`config.mk`:
```
export PLATFORM = sky130hd
export DESIGN_NAME = hdmi_pattern_top
export DESIGN_NICKNAME = d
export VERILOG_FILES = /design/src/hw/video_pkg.sv /design/src/hw/video_timing.sv /design/src/hw/mode_select.sv /design/src/hw/pattern_gen.sv /design/src/hw/video_out.sv /design/src/hw/hdmi_pattern_top.sv
export SDC_FILE = /design/constraint.sdc
export NUM_CORES = 1
export LEC_CHECK = 0
export ABC_CLOCK_PERIOD_IN_PS = 4400
export BUFFER_PORTS_ARGS = -buffer_cell sky130_fd_sc_hd__buf_2
export CAP_MARGIN = 20
export CORE_ASPECT_RATIO = 0.5
export CORE_MARGIN = 3
export CORE_UTILIZATION = 56
export DETAILED_ROUTE_END_ITERATION = 8
export PLACE_DENSITY = 0.72
export SYNTH_ARGS = -nofsm -noshare
export SYNTH_HDL_FRONTEND = slang
export SYNTH_SLANG_ARGS = --single-unit
```
`constraint.sdc`:
```
create_clock -name pix_clk -period 4.4 [get_ports pix_clk]
set_clock_uncertainty 0.15 [all_clocks]
set_input_delay 0.44 -clock pix_clk [delete_from_list [all_inputs] [get_ports pix_clk]]
set_output_delay 0.44 -clock pix_clk [all_outputs]
set_load 0.005 [all_outputs]
```
`src/hw/video_pkg.sv`:
```
`default_nettype none

package video_pkg;

	////////////////////////////////////////////////////////////////////////////
	// Pixel and mode types
	////////////////////////////////////////////////////////////////////////////

	typedef struct packed {
		logic [7:0] red;
		logic [7:0] green;
		logic [7:0] blue;
	} rgb_t;

	typedef logic [3:0] mode_t;

	localparam int NUM_MODES = 13;
	localparam int COORD_W = 12; // Raster counters and coordinates

	// Mode numbers, in button order
	localparam mode_t MODE_BLACK       = 4'd0;
	localparam mode_t MODE_WHITE       = 4'd1;
	localparam mode_t MODE_RED         = 4'd2;
	localparam mode_t MODE_GREEN       = 4'd3;
	localparam mode_t MODE_BLUE        = 4'd4;
	localparam mode_t MODE_GRID_FINE   = 4'd5;
	localparam mode_t MODE_GRID_COARSE = 4'd6;
	localparam mode_t MODE_RAMP_H      = 4'd7;
	localparam mode_t MODE_RAMP_V      = 4'd8;
	localparam mode_t MODE_RAMP_RED    = 4'd9;
	localparam mode_t MODE_RAMP_GREEN  = 4'd10;
	localparam mode_t MODE_RAMP_BLUE   = 4'd11;
	localparam mode_t MODE_BARS        = 4'd12;

	////////////////////////////////////////////////////////////////////////////
	// Colour constants
	////////////////////////////////////////////////////////////////////////////

	localparam rgb_t COLOUR_BLACK   = '{red: 8'h00, green: 8'h00, blue: 8'h00};
	localparam rgb_t COLOUR_WHITE   = '{red: 8'hff, green: 8'hff, blue: 8'hff};
	localparam rgb_t COLOUR_RED     = '{red: 8'hff, green: 8'h00, blue: 8'h00};
	localparam rgb_t COLOUR_GREEN   = '{red: 8'h00, green: 8'hff, blue: 8'h00};
	localparam rgb_t COLOUR_BLUE    = '{red: 8'h00, green: 8'h00, blue: 8'hff};
	localparam rgb_t COLOUR_MAGENTA = '{red: 8'hff, green: 8'h00, blue: 8'hff};
	localparam rgb_t COLOUR_YELLOW  = '{red: 8'hff, green: 8'hff, blue: 8'h00};
	localparam rgb_t COLOUR_CYAN    = '{red: 8'h00, green: 8'hff, blue: 8'hff};

	// Left to right across the screen
	localparam rgb_t BAR_COLOURS [8] = '{
		COLOUR_RED, COLOUR_GREEN, COLOUR_BLUE, COLOUR_MAGENTA,
		COLOUR_YELLOW, COLOUR_CYAN, COLOUR_WHITE, COLOUR_BLACK
	};

endpackage

`default_nettype wire

```
`src/hw/video_timing.sv`:
```
`default_nettype none

module video_timing #(
	parameter int H_ACTIVE = 1280,
	parameter int H_FRONT  = 110,
	parameter int H_SYNC   = 40,
	parameter int H_BACK   = 220,
	parameter int V_ACTIVE = 720,
	parameter int V_FRONT  = 5,
	parameter int V_SYNC   = 5,
	parameter int V_BACK   = 20
) (
	input  wire                              reset,
	input  wire                              pix_clk,
	output logic                             hsync,
	output logic                             vsync,
	output logic                             de,
	output logic [video_pkg::COORD_W-1:0]    col,
	output logic [video_pkg::COORD_W-1:0]    row,
	output logic                             frame_start
);
	import video_pkg::*;

	// Line order is sync, back porch, active, front porch
	localparam int H_START = H_SYNC + H_BACK;
	localparam int H_END   = H_START + H_ACTIVE;
	localparam int H_TOTAL = H_END + H_FRONT;
	localparam int V_START = V_SYNC + V_BACK;
	localparam int V_END   = V_START + V_ACTIVE;
	localparam int V_TOTAL = V_END + V_FRONT;

	logic [COORD_W-1:0] h_pos;
	logic [COORD_W-1:0] v_pos;
	logic               h_last;
	logic               h_in_active;
	logic               v_in_active;

	////////////////////////////////////////////////////////////////////////////
	// Raster counters
	////////////////////////////////////////////////////////////////////////////

	assign h_last = (h_pos == COORD_W'(H_TOTAL - 1));

	always_ff @(posedge pix_clk) begin
		if (reset) begin
			h_pos <= '0;
			v_pos <= '0;
		end else if (h_last) begin
			h_pos <= '0;
			if (v_pos == COORD_W'(V_TOTAL - 1))
				v_pos <= '0; // End of frame
			else
				v_pos <= v_pos + 1'b1;
		end else begin
			h_pos <= h_pos + 1'b1;
		end
	end

	assign h_in_active = (h_pos >= COORD_W'(H_START)) && (h_pos < COORD_W'(H_END));
	assign v_in_active = (v_pos >= COORD_W'(V_START)) && (v_pos < COORD_W'(V_END));

	////////////////////////////////////////////////////////////////////////////
	// Registered sync, enable and coordinates
	////////////////////////////////////////////////////////////////////////////

	always_ff @(posedge pix_clk) begin
		if (reset) begin
			hsync       <= 1'b1; // Inactive high
			vsync       <= 1'b1;
			de          <= 1'b0;
			frame_start <= 1'b0;
		end else begin
			hsync       <= !(h_pos < COORD_W'(H_SYNC));
			vsync       <= !(v_pos < COORD_W'(V_SYNC));
			de          <= h_in_active && v_in_active;
			frame_start <= (h_pos == '0) && (v_pos == '0);
		end
	end

	// Only meaningful while de is high
	always_ff @(posedge pix_clk) begin
		col <= h_pos - COORD_W'(H_START);
		row <= v_pos - COORD_W'(V_START);
	end

endmodule

`default_nettype wire

```
`src/hw/mode_select.sv`:
```
`default_nettype none

module mode_select #(
	parameter int DEBOUNCE_CYCLES = 71428
) (
	input  wire                   pix_clk,
	input  wire                   reset,
	input  wire                   button,
	output video_pkg::mode_t      next_mode
);
	import video_pkg::*;

	localparam int CNT_W = $clog2(DEBOUNCE_CYCLES + 1);

	logic [1:0]       button_sync; // Button is asynchronous to pix_clk
	logic [CNT_W-1:0] press_cnt;
	logic             pressed;
	logic             step;

	assign pressed = button_sync[1];

	always_ff @(posedge pix_clk) begin
		if (reset)
			button_sync <= 2'b00;
		else
			button_sync <= {button_sync[0], button};
	end

	// Counter holds at the limit until release
	assign step = pressed && (press_cnt == CNT_W'(DEBOUNCE_CYCLES - 1));

	always_ff @(posedge pix_clk) begin
		if (reset || !pressed)
			press_cnt <= '0;
		else if (press_cnt != CNT_W'(DEBOUNCE_CYCLES))
			press_cnt <= press_cnt + 1'b1;
	end

	always_ff @(posedge pix_clk) begin
		if (reset) begin
			next_mode <= MODE_BLACK;
		end else if (step) begin
			if (next_mode == mode_t'(NUM_MODES - 1))
				next_mode <= MODE_BLACK; // Wrap after colour bars
			else
				next_mode <= next_mode + 1'b1;
		end
	end

endmodule

`default_nettype wire

```
`src/hw/pattern_gen.sv`:
```
`default_nettype none

module pattern_gen #(
	parameter int H_ACTIVE = 1280
) (
	input  wire                              pix_clk,
	input  wire                              reset,
	input  wire video_pkg::mode_t            next_mode,
	input  wire                              frame_start,
	input  wire [video_pkg::COORD_W-1:0]     col,
	input  wire [video_pkg::COORD_W-1:0]     row,
	input  wire                              hsync_in,
	input  wire                              vsync_in,
	input  wire                              de_in,
	output video_pkg::mode_t                 mode,
	output video_pkg::rgb_t                  pixel,
	output logic                             hsync_d,
	output logic                             vsync_d,
	output logic                             de_d
);
	import video_pkg::*;

	localparam int BAR_W = H_ACTIVE / 8; // Pixels per colour bar

	logic [7:0]         grid_fine;
	logic [7:0]         grid_coarse;
	logic [7:0]         ramp_h;
	logic [7:0]         ramp_v;
	logic [COORD_W-1:0] bar_idx;
	logic [2:0]         bar_sel;
	rgb_t               pix_next;

	// Mode only changes between frames
	always_ff @(posedge pix_clk) begin
		if (reset)
			mode <= MODE_BLACK;
		else if (frame_start)
			mode <= next_mode;
	end

	////////////////////////////////////////////////////////////////////////////
	// Pattern terms
	////////////////////////////////////////////////////////////////////////////

	assign grid_fine   = (col[4] ^ row[4]) ? 8'h00 : 8'hff;
	assign grid_coarse = (col[6] ^ row[6]) ? 8'h00 : 8'hff;
	assign ramp_h      = col[7:0];
	assign ramp_v      = row[8:1]; // Half rate so 512 lines span the ramp

	assign bar_idx = col / COORD_W'(BAR_W);
	assign bar_sel = (bar_idx > COORD_W'(7)) ? 3'd7 : bar_idx[2:0]; // Leftover columns

	always_comb begin
		case (mode)
			MODE_BLACK:       pix_next = COLOUR_BLACK;
			MODE_WHITE:       pix_next = COLOUR_WHITE;
			MODE_RED:         pix_next = COLOUR_RED;
			MODE_GREEN:       pix_next = COLOUR_GREEN;
			MODE_BLUE:        pix_next = COLOUR_BLUE;
			MODE_GRID_FINE:   pix_next = '{grid_fine, grid_fine, grid_fine};
			MODE_GRID_COARSE: pix_next = '{grid_coarse, grid_coarse, grid_coarse};
			MODE_RAMP_H:      pix_next = '{ramp_h, ramp_h, ramp_h};
			MODE_RAMP_V:      pix_next = '{ramp_v, ramp_v, ramp_v};
			MODE_RAMP_RED:    pix_next = '{ramp_h, 8'h00, 8'h00};
			MODE_RAMP_GREEN:  pix_next = '{8'h00, ramp_h, 8'h00};
			MODE_RAMP_BLUE:   pix_next = '{8'h00, 8'h00, ramp_h};
			MODE_BARS:        pix_next = BAR_COLOURS[bar_sel];
			default:          pix_next = COLOUR_BLACK;
		endcase
	end

	////////////////////////////////////////////////////////////////////////////
	// Stage 1 registers
	////////////////////////////////////////////////////////////////////////////

	always_ff @(posedge pix_clk) begin
		pixel <= pix_next;
	end

	// Keep sync and enable in step with the pixel
	always_ff @(posedge pix_clk) begin
		if (reset) begin
			hsync_d <= 1'b1;
			vsync_d <= 1'b1;
			de_d    <= 1'b0;
		end else begin
			hsync_d <= hsync_in;
			vsync_d <= vsync_in;
			de_d    <= de_in;
		end
	end

endmodule

`default_nettype wire

```
`src/hw/video_out.sv`:
```
`default_nettype none

module video_out (
	input  wire                  pix_clk,
	input  wire                  reset,
	input  wire video_pkg::rgb_t pixel,
	input  wire                  hsync_in,
	input  wire                  vsync_in,
	input  wire                  de_in,
	output logic [7:0]           red,
	output logic [7:0]           green,
	output logic [7:0]           blue,
	output logic                 hsync,
	output logic                 vsync,
	output logic                 de
);

	////////////////////////////////////////////////////////////////////////////
	// Pin registers, nothing combinational reaches the transmitter
	////////////////////////////////////////////////////////////////////////////

	always_ff @(posedge pix_clk) begin
		if (reset) begin
			red   <= 8'h00;
			green <= 8'h00;
			blue  <= 8'h00;
			hsync <= 1'b1;
			vsync <= 1'b1;
			de    <= 1'b0;
		end else begin
			hsync <= hsync_in;
			vsync <= vsync_in;
			de    <= de_in;
			if (de_in) begin
				red   <= pixel.red;
				green <= pixel.green;
				blue  <= pixel.blue;
			end else begin
				red   <= 8'h00; // Blanking
				green <= 8'h00;
				blue  <= 8'h00;
			end
		end
	end

endmodule

`default_nettype wire

```
`src/hw/hdmi_pattern_top.sv`:
```
`default_nettype none

module hdmi_pattern_top #(
	parameter int H_ACTIVE        = 1280,
	parameter int H_FRONT         = 110,
	parameter int H_SYNC          = 40,
	parameter int H_BACK          = 220,
	parameter int V_ACTIVE        = 720,
	parameter int V_FRONT         = 5,
	parameter int V_SYNC          = 5,
	parameter int V_BACK          = 20,
	parameter int DEBOUNCE_CYCLES = 71428 // About 1 ms at 74.25 MHz
) (
	input  wire                  pix_clk,
	input  wire                  reset,
	input  wire                  button,
	output logic [7:0]           red,
	output logic [7:0]           green,
	output logic [7:0]           blue,
	output logic                 hsync,
	output logic                 vsync,
	output logic                 de,
	output video_pkg::mode_t     mode
);
	import video_pkg::*;

	// Stage 0, from the raster counters
	logic               t_hsync;
	logic               t_vsync;
	logic               t_de;
	logic [COORD_W-1:0] col;
	logic [COORD_W-1:0] row;
	logic               frame_start;
	mode_t              next_mode;
	// Stage 1, from the pattern generator
	rgb_t               pixel;
	logic               p_hsync;
	logic               p_vsync;
	logic               p_de;

	video_timing #(
		.H_ACTIVE (H_ACTIVE),
		.H_FRONT  (H_FRONT),
		.H_SYNC   (H_SYNC),
		.H_BACK   (H_BACK),
		.V_ACTIVE (V_ACTIVE),
		.V_FRONT  (V_FRONT),
		.V_SYNC   (V_SYNC),
		.V_BACK   (V_BACK)
	) video_timing_inst (
		.reset       (reset),
		.pix_clk     (pix_clk),
		.hsync       (t_hsync),
		.vsync       (t_vsync),
		.de          (t_de),
		.col         (col),
		.row         (row),
		.frame_start (frame_start)
	);

	mode_select #(
		.DEBOUNCE_CYCLES (DEBOUNCE_CYCLES)
	) mode_select_inst (
		.pix_clk   (pix_clk),
		.reset     (reset),
		.button    (button),
		.next_mode (next_mode)
	);

	pattern_gen #(
		.H_ACTIVE (H_ACTIVE)
	) pattern_gen_inst (
		.pix_clk     (pix_clk),
		.reset       (reset),
		.next_mode   (next_mode),
		.frame_start (frame_start),
		.col         (col),
		.row         (row),
		.hsync_in    (t_hsync),
		.vsync_in    (t_vsync),
		.de_in       (t_de),
		.mode        (mode),
		.pixel       (pixel),
		.hsync_d     (p_hsync),
		.vsync_d     (p_vsync),
		.de_d        (p_de)
	);

	video_out video_out_inst (
		.pix_clk  (pix_clk),
		.reset    (reset),
		.pixel    (pixel),
		.hsync_in (p_hsync),
		.vsync_in (p_vsync),
		.de_in    (p_de),
		.red      (red),
		.green    (green),
		.blue     (blue),
		.hsync    (hsync),
		.vsync    (vsync),
		.de       (de)
	);

endmodule

`default_nettype wire

```
==> flow_summary.toml <==
[status]
outcome = "completed"

[drt]
first_pass_iters = 5
vias = 3970
drtIter0Drc = 550
avgRoutedWirePerCell_um = 14.1
detail_route.vias_per_cell = 5.27
drc = 0
wirelength_mm = 10.6
antenna_left = 0

[cts]
cts_tree = "yes"
root_buffer = "clkbuf_16"
htree_levels = 4
post_cts_buffers = 0
cts.sinks = 129
clkTransAtPathRegs_ps = 60
hold_buffers = 0
clk_latency_ps = 410
numCtsBuffers = 17
clk_path_buf_depth = 2
cts_resized = 0

[sta]
fin_crit_ps = 2650
max-slew-margin-rel_pct = 56.9
period_share_pct = 60.1
max_freq_mhz = 378
setup_viol = 0
worst_pin_slew_ps = 640
finalMaxSlewViolations = 0
hold_viol_final = 0
worst_slack_ps = 1750
rsz0062_at_grt = "false"
setup_tns_ps = 0

[place]
dpl_cell_area_mm2 = 0.00563
hpwlAfterDp_mm = 7.03
placed_cells = 720
port_buffers = 33
place_congestion = 0.835
pre_cts_ws_ps = 1810

[floorplanning]
pin_count = 34
die_w_um = 145
initial_core_util_pct = 59.9
coreArea_mm2 = 0.00907
row_count = 24
dieArea_mm2 = 0.0110
die_h_um = 75.7

[yosys]
seq_area_frac_synth_pct = 47.5
yosys.area.top_type = "dfxtp_1"
netlist_top_cells_area = "dfxtp_1 48%, xor2_1 5.5%, nor2_1 4.5%"
synthArstFlopShare_pct = 0
synth_area_per_cell_um2 = 9.21
synth_cells = 590
synth_edf_count = 0
netlist.area_leader.share_pct = 47.5
synth_nets = 607
ys.flop_type = "dfxtp_1"
yosys_register_bits = 129
yosysUniqueCellTypes = 57
yosysWarningCount = 0
syn-cell-area_mm2 = 0.00543

[grt]
grt.total_usage_pct = 20.2
antenna_found_initial = 0
overflow = 0
grt_pass1_wl_mm = 17.5
grt_pass1_vias = 3540
grt_max_degree = 26

[min_path]
hp-class = "in -> reg"

[critical_path]
crit_required_ps = 4530
worst-path-max-fanout = 14
worst_ep_arrival_time_ps = 2780
path_class = "reg -> reg"
startpoint_type = "flip-flop"
end_kind = "flip-flop"

[run]
maxCapViolCount = 0

[power]
vdd_drop_max_v = 0.000272
p_leak_nw = 2.45
p_per_area_mw_per_mm2 = 416

[finish]
drive_above_1_share_pct = 14.6
n_antenna_cell = 0
fin_area_mm2 = 0.00620
area_growth_pct = 14.1
nFillCells = 751
nets = 627
finalNonFillerCells = 753
## flip-flops by register name (all words and copies together), names as in the netlist, 8 cells and up
register                    count
mode_select_inst.press_cnt     17
video_timing_inst.col          12
video_timing_inst.row           8
video_timing_inst.v_pos        12
video_timing_inst.h_pos        12
video_out_inst.red              8
video_out_inst.green            8
video_out_inst.blue             8
pattern_gen_inst.pixel         24
## cells by family (layout without fill, tap and decap cells)
family	Yosys count	in the layout	share of synthesized area [%]
and+or+nand+nor	240	240	23.0
DFF	129	129	47.5
AOI/OAI and AO/OA	92	92	11.7
buffers and inverters	54	87	4.03
xor gates and xnor gates	52	52	8.38
adders and majority gates	14	14	3.22
muxes	9	9	2.12
## metal layers
metal	track usage, %	vias to the layer above	part of all wire [%]
li1	-	2061	-
met1	28.2	1818	53
met2	30.9	83	43
met3	5.47	8	4.0
met4	7.26	0	0.75
met5	0	-	0
## worst max-delay path, cell delays in order, from the launching register on
cell and delay, ps:
dfxtp_1 640, nor2b_1 270, nor2_1 70, o31ai_2 330, a211oi_2 160, or3_4 460
mux2i_4 290, o21ai_1 130
## power by group
group | switching (W) | leakage (nW) | internal, W
Combinational | 0.0000279 | 1.14 | 0.0000193
Sequential | 0.0000176 | 1.04 | 0.00118
Clock | 0.000586 | 0.268 | 0.000748
## layout by cell type (no fill, tap or decap), types with 3 or more instances in the layout
cell          n
dfxtp_1     129
a211oi_2      3
o21bai_1      3
xor2_1       34
nor2b_1       8
nand2_1      41
nand2b_1      9
nor2_1       65
a21o_1        3
a22oi_1       8
xnor2_1      18
a221oi_1     16
nand3b_1      3
or3_1         6
and2_1       24
nand3_1      28
ha_1         14
and3_1        6
nor4_1        5
clkinvlp_4    4
a21oi_1      23
inv_8         5
a31oi_1       3
inv_6         6
nand4_1       7
buf_2        33
or2_2         7
mux2i_1       7
o21ai_0      13
clkbuf_16    17
a211oi_1      3
o21ai_1       9
inv_1        20
nor3_1       13
## path summary, 6_finish.rpt
kind,end,cells past startpoint,startpoint,slack (ps)
setup / recovery,pattern_gen_inst.pixel[5]$_DFF_P_,7,video_timing_inst.col[7]$_DFF_P_,1750
hold / removal,mode_select_inst.button_sync[0]$_SDFF_PP0_,2,button,100
setup reg to reg,pattern_gen_inst.pixel[5]$_DFF_P_,7,video_timing_inst.col[7]$_DFF_P_,1750
hold reg to reg,video_timing_inst.col[1]$_DFF_P_,0,video_timing_inst.h_pos[1]$_SDFF_PP0_,230
## synthesized netlist by cell type, types with 3 or more instances
cell      number
o21ai_0       13
a211oi_1       3
a211oi_2       3
nand3_1       28
o21bai_1       3
nor3_1        14
mux2i_1        7
nand3b_1       3
and3_1         6
nand2b_1       9
or3_1          6
nand2_1       41
dfxtp_1      129
a31oi_1        3
buf_1          4
nor2b_1        8
a221oi_1      16
nor4_1         5
buf_2          4
and2_1        24
a22oi_1        8
xnor2_1       18
inv_1         20
a21oi_1       23
xor2_1        34
clkbuf_1      24
a21o_1         3
ha_1          14
nand4_1        7
or2_2          7
o21ai_1        9
nor2_1        65
## layout make-up
class	instances	area, um^2	area share [%]
clock buffer	17	425	6.86
clock inverter	15	139	2.24
inverter	20	75.1	1.21
multi-input combinational	407	2640	42.5
sequential	129	2580	41.6
tap	130	163	2.62
timing repair buffer	35	180	2.90
## stage by stage
step                      utilization [%]  total power, W  hold slack, ps
after floorplan                         -         0.00126             205
after global placement               62.1         0.00127             217
after detailed placement             62.1         0.00127             218
after CTS                            68.3         0.00260            90.3
after global routing                 68.4         0.00266             113
final                                68.4         0.00258             103
No activity file was read; power rests on OpenSTA's default activity.
